### src/hw/bottom_params.svh
`ifndef BOTTOM_PARAMS_SVH
`define BOTTOM_PARAMS_SVH

// Datapath widths
`define BOT_DATA_W 8
`define BOT_ADDR_W 16

// Interrupt sources and encoded index width
`define BOT_IRQ_N 8
`define BOT_IRQ_IDX_W 3

// IE register sits at the top of the address space
`define BOT_IE_ADDR 16'hFFFF

// Vector table starts at 0x0040 with one slot per 8 bytes
`define BOT_IRQ_BASE 16'h0040
`define BOT_IRQ_STEP 8

// Value left on the data bus when nothing drives it
`define BOT_BUS_IDLE 8'hFF

`endif
### src/hw/bottom_pkg.sv
`include "bottom_params.svh"

package bottom_pkg;

	typedef enum logic [3:0] {
		OP_NOP, OP_LD_REG, OP_RD_REG, OP_INC, OP_DEC, OP_ADDR,
		OP_LD_PAIR_WZ, OP_MEM_WR, OP_MEM_RD, OP_IRQ_TAKE
	} bot_op_e;

	typedef enum logic [3:0] {
		REG_A, REG_B, REG_C, REG_D, REG_E, REG_H, REG_L, REG_Z, REG_W
	} bot_reg_e;

	typedef enum logic [2:0] {
		PAIR_BC, PAIR_DE, PAIR_HL, PAIR_WZ, PAIR_SP, PAIR_PC
	} bot_pair_e;

	typedef struct packed {
		logic valid;
		bot_op_e op;
		bot_reg_e rsel;	// Byte register for LD_REG / RD_REG
		bot_pair_e pair;
		logic pairwise;	// Step both halves together
		logic [`BOT_DATA_W-1:0] data;
	} bot_cmd_t;

	typedef struct packed {
		logic reg_we;
		logic rd_en;
		bot_reg_e rsel;
		bot_pair_e pair;
		logic step;
		logic down;	// Decrement when set
		logic pairwise;
		logic ld_wz;	// Pair loaded from WZ
		logic addr_drv;	// Pair value onto address bus
		logic mem_wr;
		logic mem_rd;
		logic irq_take;
	} bot_ctl_t;

	// A pair is stepped as a word but loaded and read as bytes
	typedef union packed {
		logic [`BOT_ADDR_W-1:0] word;
		struct packed {
			logic [`BOT_DATA_W-1:0] hi;
			logic [`BOT_DATA_W-1:0] lo;
		} b;
	} bot_pair_u;

	typedef struct packed {
		logic rd_valid;
		logic mem_rd;	// Read goes to memory space, not a register
		logic [`BOT_DATA_W-1:0] rd_byte;
		logic addr_valid;
		logic [`BOT_ADDR_W-1:0] addr;
		logic ie_hit;
		logic [`BOT_DATA_W-1:0] ie;
		logic ack_valid;
		logic [`BOT_IRQ_IDX_W-1:0] ack_idx;
	} bot_exec_t;

endpackage

### src/hw/bottom_top.sv
`timescale 1ns/1ps
`include "bottom_params.svh"

module bottom_top
	import bottom_pkg::*;
(
	input logic clk,
	input logic rst_n,
	input bot_cmd_t cmd,
	input logic [`BOT_IRQ_N-1:0] irq_trig,
	input logic ime,
	output logic [`BOT_DATA_W-1:0] dl_out,
	output logic dl_valid,
	output logic [`BOT_ADDR_W-1:0] addr,
	output logic addr_valid,
	output logic [`BOT_IRQ_N-1:0] irq_ack,
	output logic irq_pending
);

	bot_ctl_t ctl;
	logic [`BOT_DATA_W-1:0] wdata;
	bot_exec_t ex;

	bottom_decode u_decode (
		.clk(clk),
		.rst_n(rst_n),
		.cmd(cmd),
		.ctl(ctl),
		.wdata(wdata)
	);

	bottom_execute u_execute (
		.clk(clk),
		.rst_n(rst_n),
		.ctl(ctl),
		.wdata(wdata),
		.irq_trig(irq_trig),
		.ime(ime),
		.ex(ex),
		.irq_pending(irq_pending)
	);

	bottom_result u_result (
		.clk(clk),
		.rst_n(rst_n),
		.ex(ex),
		.dl_out(dl_out),
		.dl_valid(dl_valid),
		.addr(addr),
		.addr_valid(addr_valid),
		.irq_ack(irq_ack)
	);

endmodule

### src/hw/bottom_result.sv
`timescale 1ns/1ps
`include "bottom_params.svh"

module bottom_result
	import bottom_pkg::*;
(
	input logic clk,
	input logic rst_n,
	input bot_exec_t ex,
	output logic [`BOT_DATA_W-1:0] dl_out,
	output logic dl_valid,
	output logic [`BOT_ADDR_W-1:0] addr,
	output logic addr_valid,
	output logic [`BOT_IRQ_N-1:0] irq_ack
);

	localparam int N = `BOT_IRQ_N;

	logic [`BOT_DATA_W-1:0] rd_mux;
	logic [N-1:0] ack_oh;

	// Memory space answers only at IE and reads as idle bus elsewhere
	always_comb begin
		if (ex.mem_rd)
			rd_mux = ex.ie_hit ? ex.ie : `BOT_BUS_IDLE;
		else
			rd_mux = ex.rd_byte;
	end

	assign ack_oh = ex.ack_valid ? (N'(1) << ex.ack_idx) : '0;

	always_ff @(posedge clk or negedge rst_n) begin
		if (!rst_n) begin
			dl_out <= '0;
			dl_valid <= 1'b0;
			addr <= '0;
			addr_valid <= 1'b0;
			irq_ack <= '0;
		end else begin
			dl_out <= rd_mux;
			dl_valid <= ex.rd_valid;
			addr <= ex.addr;
			addr_valid <= ex.addr_valid;
			irq_ack <= ack_oh;	// Single-cycle pulse
		end
	end

endmodule

### src/hw/bottom_execute.sv
`timescale 1ns/1ps
`include "bottom_params.svh"

module bottom_execute
	import bottom_pkg::*;
(
	input logic clk,
	input logic rst_n,
	input bot_ctl_t ctl,
	input logic [`BOT_DATA_W-1:0] wdata,
	input logic [`BOT_IRQ_N-1:0] irq_trig,
	input logic ime,
	output bot_exec_t ex,
	output logic irq_pending
);

	logic [`BOT_DATA_W-1:0] rf [0:REG_W];	// A..L, then Z and W
	bot_pair_u sp, pc;
	bot_pair_u sel, stepped, wz, wb;
	logic pair_wr;
	logic ie_wr;
	logic [`BOT_DATA_W-1:0] ie_val;
	logic pend;
	logic ack_valid;
	logic [`BOT_IRQ_IDX_W-1:0] ack_idx;
	logic [`BOT_ADDR_W-1:0] vector;
	bot_exec_t ex_d;

	always_comb begin
		wz.b.hi = rf[REG_W];
		wz.b.lo = rf[REG_Z];
		sel.word = '0;
		case (ctl.pair)
			PAIR_BC: begin
				sel.b.hi = rf[REG_B];
				sel.b.lo = rf[REG_C];
			end
			PAIR_DE: begin
				sel.b.hi = rf[REG_D];
				sel.b.lo = rf[REG_E];
			end
			PAIR_HL: begin
				sel.b.hi = rf[REG_H];
				sel.b.lo = rf[REG_L];
			end
			PAIR_WZ: sel = wz;
			PAIR_SP: sel = sp;
			PAIR_PC: sel = pc;
			default: sel.word = '0;
		endcase
	end

	bottom_incdec u_incdec (
		.word(sel),
		.step(ctl.step),
		.down(ctl.down),
		.pairwise(ctl.pairwise),
		.next(stepped)
	);

	assign pair_wr = ctl.step | ctl.ld_wz;
	assign wb = ctl.ld_wz ? wz : stepped;
	assign ie_wr = ctl.mem_wr & (sel.word == `BOT_IE_ADDR);	// Only 0xFFFF reaches IE

	bottom_irq u_irq (
		.clk(clk),
		.rst_n(rst_n),
		.ie_wr(ie_wr),
		.ie_data(wdata),
		.irq_trig(irq_trig),
		.take(ctl.irq_take),
		.ime(ime),
		.ie(ie_val),
		.pending(pend),
		.ack_valid(ack_valid),
		.ack_idx(ack_idx),
		.vector(vector)
	);

	always_comb begin
		ex_d.rd_valid = ctl.rd_en | ctl.mem_rd;
		ex_d.mem_rd = ctl.mem_rd;
		ex_d.rd_byte = (ctl.rsel <= REG_W) ? rf[ctl.rsel] : '0;
		ex_d.addr_valid = ctl.addr_drv;
		ex_d.addr = sel.word;	// Value before the step
		ex_d.ie_hit = (sel.word == `BOT_IE_ADDR);
		ex_d.ie = ie_val;
		ex_d.ack_valid = ack_valid;
		ex_d.ack_idx = ack_idx;
	end

	always_ff @(posedge clk or negedge rst_n) begin
		if (!rst_n) begin
			for (int i = 0; i <= REG_W; i++)
				rf[i] <= '0;
			sp <= '0;
			pc <= '0;
			ex <= '0;
			irq_pending <= 1'b0;
		end else begin
			if (ctl.reg_we && ctl.rsel <= REG_W)
				rf[ctl.rsel] <= wdata;
			if (pair_wr) begin
				case (ctl.pair)
					PAIR_BC: {rf[REG_B], rf[REG_C]} <= wb.word;
					PAIR_DE: {rf[REG_D], rf[REG_E]} <= wb.word;
					PAIR_HL: {rf[REG_H], rf[REG_L]} <= wb.word;
					PAIR_WZ: {rf[REG_W], rf[REG_Z]} <= wb.word;
					PAIR_SP: sp <= wb;
					PAIR_PC: pc <= wb;
					default: ;
				endcase
			end
			if (ack_valid)
				pc.word <= vector;	// Jump to the handler slot
			ex <= ex_d;
			irq_pending <= pend;
		end
	end

endmodule

### src/hw/bottom_decode.sv
`timescale 1ns/1ps
`include "bottom_params.svh"

module bottom_decode
	import bottom_pkg::*;
(
	input logic clk,
	input logic rst_n,
	input bot_cmd_t cmd,
	output bot_ctl_t ctl,
	output logic [`BOT_DATA_W-1:0] wdata
);

	bot_ctl_t ctl_d;

	always_comb begin
		ctl_d = '0;
		if (cmd.valid) begin
			ctl_d.rsel = cmd.rsel;
			ctl_d.pair = cmd.pair;
			case (cmd.op)
				OP_LD_REG: ctl_d.reg_we = 1'b1;
				OP_RD_REG: ctl_d.rd_en = 1'b1;
				OP_INC, OP_DEC: begin
					ctl_d.step = 1'b1;
					ctl_d.down = (cmd.op == OP_DEC);
					ctl_d.pairwise = cmd.pairwise;
					ctl_d.addr_drv = 1'b1;	// Pre-step value on the bus
				end
				OP_ADDR: ctl_d.addr_drv = 1'b1;
				OP_LD_PAIR_WZ: begin
					ctl_d.ld_wz = 1'b1;
					ctl_d.addr_drv = 1'b1;
				end
				OP_MEM_WR: begin
					ctl_d.mem_wr = 1'b1;
					ctl_d.addr_drv = 1'b1;
				end
				OP_MEM_RD: begin
					ctl_d.mem_rd = 1'b1;
					ctl_d.addr_drv = 1'b1;
				end
				OP_IRQ_TAKE: ctl_d.irq_take = 1'b1;
				default: ctl_d = '0;	// NOP and unused codes
			endcase
		end
	end

	always_ff @(posedge clk or negedge rst_n) begin
		if (!rst_n) begin
			ctl <= '0;
			wdata <= '0;
		end else begin
			ctl <= ctl_d;
			wdata <= cmd.data;	// Byte travels with its enables
		end
	end

endmodule

### src/hw/bottom_irq.sv
`timescale 1ns/1ps
`include "bottom_params.svh"

module bottom_irq (
	input logic clk,
	input logic rst_n,
	input logic ie_wr,
	input logic [`BOT_DATA_W-1:0] ie_data,
	input logic [`BOT_IRQ_N-1:0] irq_trig,
	input logic take,
	input logic ime,
	output logic [`BOT_DATA_W-1:0] ie,
	output logic pending,
	output logic ack_valid,
	output logic [`BOT_IRQ_IDX_W-1:0] ack_idx,
	output logic [`BOT_ADDR_W-1:0] vector
);

	localparam int N = `BOT_IRQ_N;
	localparam int IW = `BOT_IRQ_IDX_W;
	localparam int AW = `BOT_ADDR_W;

	logic [N-1:0] if_q;	// Latched interrupt flags
	logic [N-1:0] clr;
	logic found;

	// Lowest pending index wins
	always_comb begin
		ack_idx = '0;
		found = 1'b0;
		for (int i = 0; i < N; i++) begin
			if (if_q[i] && !found) begin
				ack_idx = IW'(i);
				found = 1'b1;
			end
		end
	end

	assign pending = found & ime;
	assign ack_valid = take & ime & found;
	assign clr = ack_valid ? (N'(1) << ack_idx) : '0;
	assign vector = `BOT_IRQ_BASE + AW'(ack_idx) * AW'(`BOT_IRQ_STEP);

	always_ff @(posedge clk or negedge rst_n) begin
		if (!rst_n) begin
			ie <= '0;
			if_q <= '0;
		end else begin
			if (ie_wr)
				ie <= ie_data;
			// Acknowledge wins over a trigger in the same cycle
			if_q <= (if_q | (irq_trig & ie[N-1:0])) & ~clr;
		end
	end

endmodule

### src/hw/bottom_incdec.sv
`timescale 1ns/1ps
`include "bottom_params.svh"

module bottom_incdec
	import bottom_pkg::*;
(
	input bot_pair_u word,
	input logic step,
	input logic down,
	input logic pairwise,
	output bot_pair_u next
);

	logic [`BOT_DATA_W-1:0] cy_lo;	// Carry into each low bit
	logic [`BOT_DATA_W-1:0] cy_hi;
	logic cy_mid;

	// A bit passes the carry on when it is 1 going up or 0 going down
	always_comb begin
		cy_lo[0] = step;
		for (int i = 1; i < `BOT_DATA_W; i++)
			cy_lo[i] = cy_lo[i-1] & (word.b.lo[i-1] ^ down);

		// Pairwise mode forces the high byte to step as well
		cy_mid = (cy_lo[`BOT_DATA_W-1] & (word.b.lo[`BOT_DATA_W-1] ^ down))
			| (step & pairwise);

		cy_hi[0] = cy_mid;
		for (int i = 1; i < `BOT_DATA_W; i++)
			cy_hi[i] = cy_hi[i-1] & (word.b.hi[i-1] ^ down);

		next.b.lo = word.b.lo ^ cy_lo;
		next.b.hi = word.b.hi ^ cy_hi;	// Top carry-out dropped
	end

endmodule

### config.mk
export PLATFORM = sky130hd
export DESIGN_NAME = bottom_top
export DESIGN_NICKNAME = d
export VERILOG_FILES = /design/src/hw/bottom_pkg.sv /design/src/hw/bottom_top.sv /design/src/hw/bottom_result.sv /design/src/hw/bottom_execute.sv /design/src/hw/bottom_decode.sv /design/src/hw/bottom_irq.sv /design/src/hw/bottom_incdec.sv
export VERILOG_INCLUDE_DIRS = /design/src /design/src/hw
export SDC_FILE = /design/constraint.sdc
export NUM_CORES = 1
export LEC_CHECK = 0
export BUFFER_PORTS_ARGS = -buffer_cell sky130_fd_sc_hd__buf_2
export CORE_MARGIN = 3
export CORE_UTILIZATION = 30
export DETAILED_ROUTE_END_ITERATION = 6
export SETUP_SLACK_MARGIN = 0.1
export SLEW_MARGIN = 15
export SYNTH_ARGS = -nofsm -noshare
export SYNTH_HDL_FRONTEND = slang
export SYNTH_SLANG_ARGS = --single-unit
### constraint.sdc
create_clock -name clk -period 4.45 [get_ports clk]
set_input_delay 0.445 -clock clk [delete_from_list [all_inputs] [get_ports clk]]
set_output_delay 0.445 -clock clk [all_outputs]
set_load 0.05 [all_outputs]
Word-level counts from Yosys, hierarchy flattened
Index checks and enable logic that the tools add are counted.
- word-level logic and storage cells: 178
- flip-flop bits (word level): 220
- input port bits: 32
- output and inout port bits: 35
- shift operators: 2
- reduce and logical (&&, ||, !) cells: 24
- equal/unequal tests: 15
- bitwise operators: 45
- add/sub/neg operators: 1
- muxes and demuxes: 47
- $lt $le $gt $ge: 3
- operator list (cell ; count):
    $mux W16 ; 8
    $mux W64 ; 2
    $pmux W16 S6 ; 1
    $bwmux W72 ; 1
    $mux W8 ; 8
    $bmux W8 S4 ; 1
    $demux W8 S4 ; 1
    $and A1 B1 Y1 ; 20
    $mux W3 ; 6
    $mux W17 ; 1
    $and A8 B8 Y8 ; 2
    $eq A16 B16 Y1 const B ; 1
    $eq A4 B3 Y1 const B ; 4
    $mux W1 ; 16
    $shl A1 B3 Y8 const A ; 2
    $xor A8 B8 Y8 ; 2
    $xor A1 B1 Y1 ; 15
    $logic_and A1 B1 Y1 ; 9
    $reduce_or A9 Y1 ; 1
    $add A7 B6 Y8 const A ; 1
    $eq A4 B2 Y1 const B ; 2
    $eq A4 B4 Y1 const B ; 2
    $not A8 Y8 ; 1
    $or A8 B8 Y8 ; 1
    other kinds (17) ; 29

Logic depth before layout (Yosys ltp)
Gate-level depths: netlist of run 1.
- depth after elaboration: 26
- mapped depth: 13

Cells and area by module
A second synthesis of run 1 with hierarchy kept.
- cell total of the unflattened synthesis: 924
- area, all modules: 10557.6 µm²
- by module, submodules not included (module ; cells each ; sequential area each (µm²) ; area each (µm²) ; instances):
    bottom_execute ; 650 ; 3628.5 ; 7349.5 ; 1
    bottom_result ; 59 ; 850.8 ; 1007.2 ; 1
    bottom_decode ; 66 ; 625.6 ; 885.8 ; 1
    bottom_irq ; 84 ; 400.4 ; 843.3 ; 1
    bottom_incdec ; 65 ; 0.0 ; 471.7 ; 1

Least setup slack after synthesis of run 1
No wires, ideal clock.
- path type: register to register
- start: register u_decode.ctl[9] (netlist name)
- end: register u_execute.rf[40] in the netlist's numbering
- buffers on the path: 2
- data arrival time: 2.657 ns
- library setup time: 0.143 ns
- clock period less this slack: 2.800 ns
- required time: 4.307 ns
- stages on the path, launching flop included: 10
- setup slack: 1.650 ns
- path through: dfrtp_1 -> buf_6 -> mux2_1 -> mux4_2 -> mux2i_4 -> o221ai_2 -> buf_6 -> and3_1 -> o31ai_1 -> o21ai_0
- RTL lines (element ; line ; RTL):
    end signal, assigned by index ; bottom_execute.sv:102 ; rf[ctl.rsel] <= wdata;
    end signal, assigned by index ; bottom_execute.sv:105 ; PAIR_BC: {rf[REG_B], rf[REG_C]} <= wb.word;
    end signal, assigned by index ; bottom_execute.sv:106 ; PAIR_DE: {rf[REG_D], rf[REG_E]} <= wb.word;
    end, declared ; bottom_execute.sv:17 ; logic [`BOT_DATA_W-1:0] rf [0:REG_W];

==> results of run 1 <==
-- kinds of logic after synthesis --
logic type / count (synthesis) / share of synthesized area [%]
xor+xnor: 16 / 1.33
flops: 220 / 52.3
mux: 108 / 13.3
compound gates: 256 / 15.6
buf+inv: 99 / 4.11
simple gates: 280 / 13.3
-- area by class of cell --
| cell class | instances | area, sq um |
|---|---|---|
| Fill cell | 3390 | 21800 |
| Sequential cell | 220 | 5510 |
| Multi-Input combinational cell | 660 | 4610 |
| Clock buffer | 32 | 701 |
| Tap cell | 448 | 561 |
| Timing Repair Buffer | 90 | 546 |
| Clock inverter | 9 | 181 |
| Inverter | 32 | 120 |
-- report_power, final --
| group | internal (mW) | total (mW) | switching [mW] | leakage, nW |
|---|---|---|---|---|
| combinational | 0.584 | 1.54 | 0.959 | 2.04 |
| clock | 1.39 | 2.19 | 0.806 | 0.437 |
| sequential | 2.36 | 2.67 | 0.303 | 2.85 |
-- path summary, 6_finish.rpt --
path | to | slack, ns | cells after the start
worst min-delay path | u_result.addr[12] | -0.04 | 1
max in group asynchronous | u_execute.rf[15] | 3.41 | 2
min in group clk | u_decode.wdata[4] | 0.02 | 1
worst max register to register | u_execute.rf[40] | 0.53 | 7
worst max-delay path | u_execute.rf[40] | 0.53 | 7
worst min register to register | u_result.addr[10] | 0.35 | 0
-- Yosys cell counts, types with 4 or more instances --
cell,number
o21ai_0,51
buf_1,6
mux4_2,20
mux2_2,45
clkbuf_1,44
or2_2,4
nand2_1,73
nand2b_1,13
nor2_1,76
buf_4,6
buf_2,7
a211oi_1,31
a21oi_1,80
nor3_1,22
o211ai_1,8
inv_1,30
mux2i_1,41
nand3_1,11
nand3b_1,7
o22ai_1,17
a221oi_1,12
a22oi_1,9
and2_1,13
o22a_1,8
a31oi_1,8
xnor2_1,15
or3_1,4
dfrtp_1,220
and4_1,4
nor3b_1,9
buf_6,4
nor2b_1,22
and3_1,7
nor4_1,5
-- state kept, by name, summed over array words and instances (netlist names) --
name,count
u_result.dl_valid,1
u_execute.rf,72
u_execute.u_irq.ie,8
u_result.addr_valid,1
u_decode.ctl,17
u_result.dl_out,8
u_execute.pc,16
u_execute.ex,40
u_execute.irq_pending,1
u_execute.sp,16
u_decode.wdata,8
u_result.addr,16
u_result.irq_ack,8
u_execute.u_irq.if_q,8
-- per-layer routing --
| metal | global-route usage, % | up-vias |
|---|---|---|
| met5 | 0 | - |
| met4 | 6.75 | 0 |
| met3 | 3.58 | 73 |
| met2 | 26.7 | 333 |
| met1 | 23.1 | 4037 |
| li1 | - | 3634 |
-- metrics by stage --
stage               power, mW  setup WS, ns
global route             6.68         0.214
CTS                      6.43         0.630
floorplan                3.65          1.65
finish                   6.40         0.531
detailed placement       4.21         0.694
global placement         4.20         0.771
==> metrics, run 1 <==
metal2 WL ~15000 microns; core area around 34000 sq um; leakage between 5 and 6 nW; area grow syn2layout 16.2%; CTS sink count 220; Buffers & Inverters on Critical Path 0; largest net degree at the start of global routing roughly 110; Longest Clk Path Bufs 3; DR pass1 iterations 5; WP data required between 4 and 5 ns; # DRC 0; Total Negative Setup Slacks 0 ns; DRT iter0 DRCs 822; design area roughly 12000 sq um; CTS HTree Levels 1; io pins 67; Most used DFF post-synth dfrtp_1; commonest non-fill, non-tap cell in the layout dfrtp_1; dpl cells 1450; Synth area leader dfrtp_1; worst r2r src u_decode.ctl[9]; Post-synth EDFFs 0; DR WL/cell roughly 22 microns; Max-slew headroom 33.0%; hold_buf cts 0; Finished Core Util a little over a third; Post-Syn Nets about 1000; clk_lat worst skew roughly 0.54 ns; Post-CTS Setup Bufs 0; TritonCTS Buffers 24; Cell Area, Placed about 11000 sq um; outcome finished, violations left; Worst Tran Pin Value about 1 ns; die height between 150 and 200 microns; placer congestion estimate about 0.94; CP endpoint kind register; most frequent cells in the layout dfrtp_1 (218), a21oi_1 (80), nor2_1 (75); count of input and output buffers 66; MaxCap Viol Count 0; overflow left after global routing 0; Slew Viols, Final 0; drt total wl 32600 microns; Via density around 5.4; post-CTS sizing 0; Synth Instances 979; Crit. Startpoint u_decode.ctl[9]; top post-synthesis cells by area dfrtp_1 (52%), mux2_2 (4.8%), mux4_2 (4.3%), mux2i_1 (3.9%), a21oi_1 (3.8%); worst min path class in -> async; sequential area share after synthesis a little over half; final critical-path share of the clock period about 88%; failing checks hold timing; Period minus WS final slightly below 4 ns; CTS root buf clkbuf_16; RSZ-0062 raised after global routing false; post-route insts no fill approximately 1500; skew final approximately 0.019 ns; hold_ws -0.0357 ns; Placement Rows 67; async set or reset register ratio after synthesis 100%; total number of vias around 8100; Die ar. 37400 sq um; CP top delay family multiplexers; detailed placement HPWL between 20000 and 25000 microns; Pwr Density around 520 nW/um^2; slowest cell on the critical path dfrtp_2; Max Freq around 260 MHz; register bit count reported by yosys 220; CP Cell Sequence mux2_2 -> mux4_2 -> mux2i_4 -> o221ai_2 -> and3_1 -> o31ai_1 -> o21ai_0; Hold Vio Cnt, Final 19; ratio of cells with drive above 1 in the final layout a little over a fifth; crit path max fanout 39; Met3 Wirelength about 2700 microns; Global Route Usage Sum between 15 and 20%; CTS tree yes; Final setup viols 0; vias in the first global route just under 8000; Slowest Stage Delay on Critical Path 0.93 ns; ANT nets after route 0; first-pass GRT wire length roughly 50000 microns; Mapped Avg Cell Area approximately 11 sq um; area share of the largest cell type after synthesis 52.3%; CTS clk-pin slew, worst paths around 0.07 ns; Cell variety after synth between 60 and 70; Peak VDD IR between 300 and 400 uV; Synth Warn # 0; crit path kind reg -> reg; crit start category register; Post-Syn Area 10500 sq um; Critical Path AT about 4.3 ns; antenna cell count 0; initial core utilization a little under a third; die span in x 193 microns; max layer used met4; final net count about 1100; initial antenna violation count 1; M1 WL about 14000 microns
Note: power is estimated with default switching activity, not from simulation.
==> run 2, diff against run 1 <==
- CORE_ASPECT_RATIO: unset -> 1.1
==> metrics, run 2 (synthesis gave the netlist of run 1 again) <==
outcome finished, violations left; failing checks hold timing; final net count 1057 (-0.28%); Longest Clk Path Bufs 3 (unchanged); Final setup viols 0 (unchanged); io pins 67 (unchanged); ANT nets after route 0 (unchanged); Hold Vio Cnt, Final 7 (-12); Slew Viols, Final 0 (unchanged); CTS tree yes; # DRC 0 (unchanged); Max-slew headroom 30.2% (-2.8 points); initial antenna violation count 0 (-1); antenna cell count 0 (unchanged); crit path max fanout 40 (+2.6%); largest net degree at the start of global routing 106 (-6.2%); leakage 5.26 nW (-1.3%); placer congestion estimate 0.959 (+1.6%); crit start category register; TritonCTS Buffers 22 (-8.3%); CTS sink count 220 (unchanged); Pwr Density 515 nW/um^2 (-1.7%); final critical-path share of the clock period 87.4% (-0.70 points); most frequent cells in the layout dfrtp_1 (218), a21oi_1 (80), nor2_1 (75); Critical Path AT 4.24 ns (-0.06 ns); Die ar. 37400 sq um (about the same); post-CTS sizing 0 (unchanged); DR WL/cell 21.7 microns (-0.51%); CP top delay family simple AND/OR/NAND/NOR gates; count of input and output buffers 66 (unchanged); clk_lat worst skew 0.53 ns (about the same); largest register by flop count u_execute.rf; initial core utilization 30.6% (-0.31 points); Total Negative Setup Slacks 0 ns (unchanged); core area 34400 sq um (+1.0%); max reg flops 72 (unchanged); WP data required 4.81 ns (-0.02 ns); Max Freq 257 MHz (+0.80%); overflow left after global routing 0 (unchanged); Largest regs u_execute.rf (72), u_execute.ex (40), u_decode.ctl (17); Cell Area, Placed 11300 sq um (-0.29%); hold_ws -0.0118 ns (+0.0239 ns); Finished Core Util 35.2% (-0.74 points); Via density 5.44 (+0.45%); Peak VDD IR 242 uV (-31%); CTS root buf clkbuf_16; hold_buf cts 0 (unchanged); Global Route Usage Sum 17.1% (+0.12 points); Buffers & Inverters on Critical Path 1 (+1); design area 12100 sq um (-1.1%); die span in x 185 microns (-4.5%); Worst Tran Pin Value 1.04 ns (+0.0425 ns); CP endpoint kind register; skew final 0.0214 ns (+0.00282 ns); Final Power 6.23 mW (-2.7%); first-pass GRT wire length 49100 microns (-1.2%); area grow syn2layout 14.9%; die height 202 microns (+4.7%); detailed placement HPWL 22400 microns (-1.0%); CTS HTree Levels 1 (unchanged); Slowest Stage Delay on Critical Path 0.93 ns (about the same); vias in the first global route 7792 (-1.9%); CP Cell Sequence buf_4 -> mux2i_1 -> o21ai_0 -> a21o_1 -> nor4b_4 -> nor3_1 -> or4_1 -> a31oi_1 -> a21oi_1; ratio of cells with drive above 1 in the final layout 20.3% (-0.54 points); Placement Rows 71 (+6.0%); commonest non-fill, non-tap cell in the layout dfrtp_1; worst min path class in -> async; RSZ-0062 raised after global routing false; Period minus WS final 3.89 ns (-0.0310 ns); DR pass1 iterations 5 (unchanged); # fillers 3428 (+1.1%); DRT iter0 DRCs 923 (+12%); total number of vias 8048 (-0.36%); slowest cell on the critical path dfrtp_2; Post-CTS Setup Bufs 0 (unchanged); crit path kind reg -> reg; drt total wl 32100 microns (-1.3%); MaxCap Viol Count 0 (unchanged); CTS clk-pin slew, worst paths 0.07 ns (about the same)
-- run 2: cell count changes in the layout (fill, tap and decap cells not counted) --
cell / before / now
buf_12: 2 / 1
clkbuf_1: 1 / 5
clkbuf_16: 24 / 22
clkbuf_8: 7 / 0
clkinv_4: 0 / 1
clkinvlp_4: 0 / 2
inv_6: 0 / 1
-- run 2: stage by stage --
stage | std cells | setup WS, ns | hold WS (ns)
global route | 1479 | 0.349 | 0.0114
CTS | 1479 | 0.654 | 0.0136
floorplan | 979 | 1.65 | 0.149
finish | 1479 | 0.562 | -0.0118
detailed placement | 1439 | 0.666 | 0.335
global placement | 1439 | 0.779 | 0.334
-- run 2: power breakdown --
part | total (mW) | internal [mW] | switching (mW)
sequential | 2.66 | 2.36 | 0.301
clock | 2.04 | 1.21 | 0.823
combinational | 1.53 | 0.575 | 0.955
total | 6.23 | 4.15 | 2.08
-- run 2: area by class of cell --
class                   count  area (sq um)  area share, %
inverters                  32           120          0.993
well taps                 438           548           4.53
multi-input cells         660          4610           38.1
flip-flops and latches    220          5510           45.5
clock inverters            13           214           1.77
repair buffers             89           526           4.35
clock buffers              27           569           4.71
-- run 2: worst register-to-register path: cells and delay by family, from the launching register on --
kind            cells  cell delay, ns
simple gates        3            1.17
compound gates      4            1.06
flops               1            0.93
buf+inv             1            0.34
mux                 1            0.22
-- run 2: worst paths after layout --
path                       slack (ns)  cells past startpoint              from                 to
hold / removal                  -0.01                      1             rst_n   u_execute.ex[22]
min in group clk                 0.03                      1            cmd[0]  u_decode.wdata[0]
max in group asynchronous        3.40                      2             rst_n    u_execute.rf[1]
hold reg to reg                  0.35                      0  u_execute.ex[25]  u_result.addr[12]
setup / recovery                 0.56                      9   u_decode.ctl[9]   u_execute.rf[58]
setup reg to reg                 0.56                      9   u_decode.ctl[9]   u_execute.rf[58]
-- run 2: per-layer routing --
layer | vias to the layer above | GRT usage (%) | wire (microns)
li1 | 3635 | - | -
met1 | 3977 | 23.0 | 13300
met5 | - | 0 | 0
met3 | 77 | 3.17 | 2580
met2 | 359 | 27.0 | 14800
met4 | 0 | 7.29 | 1520
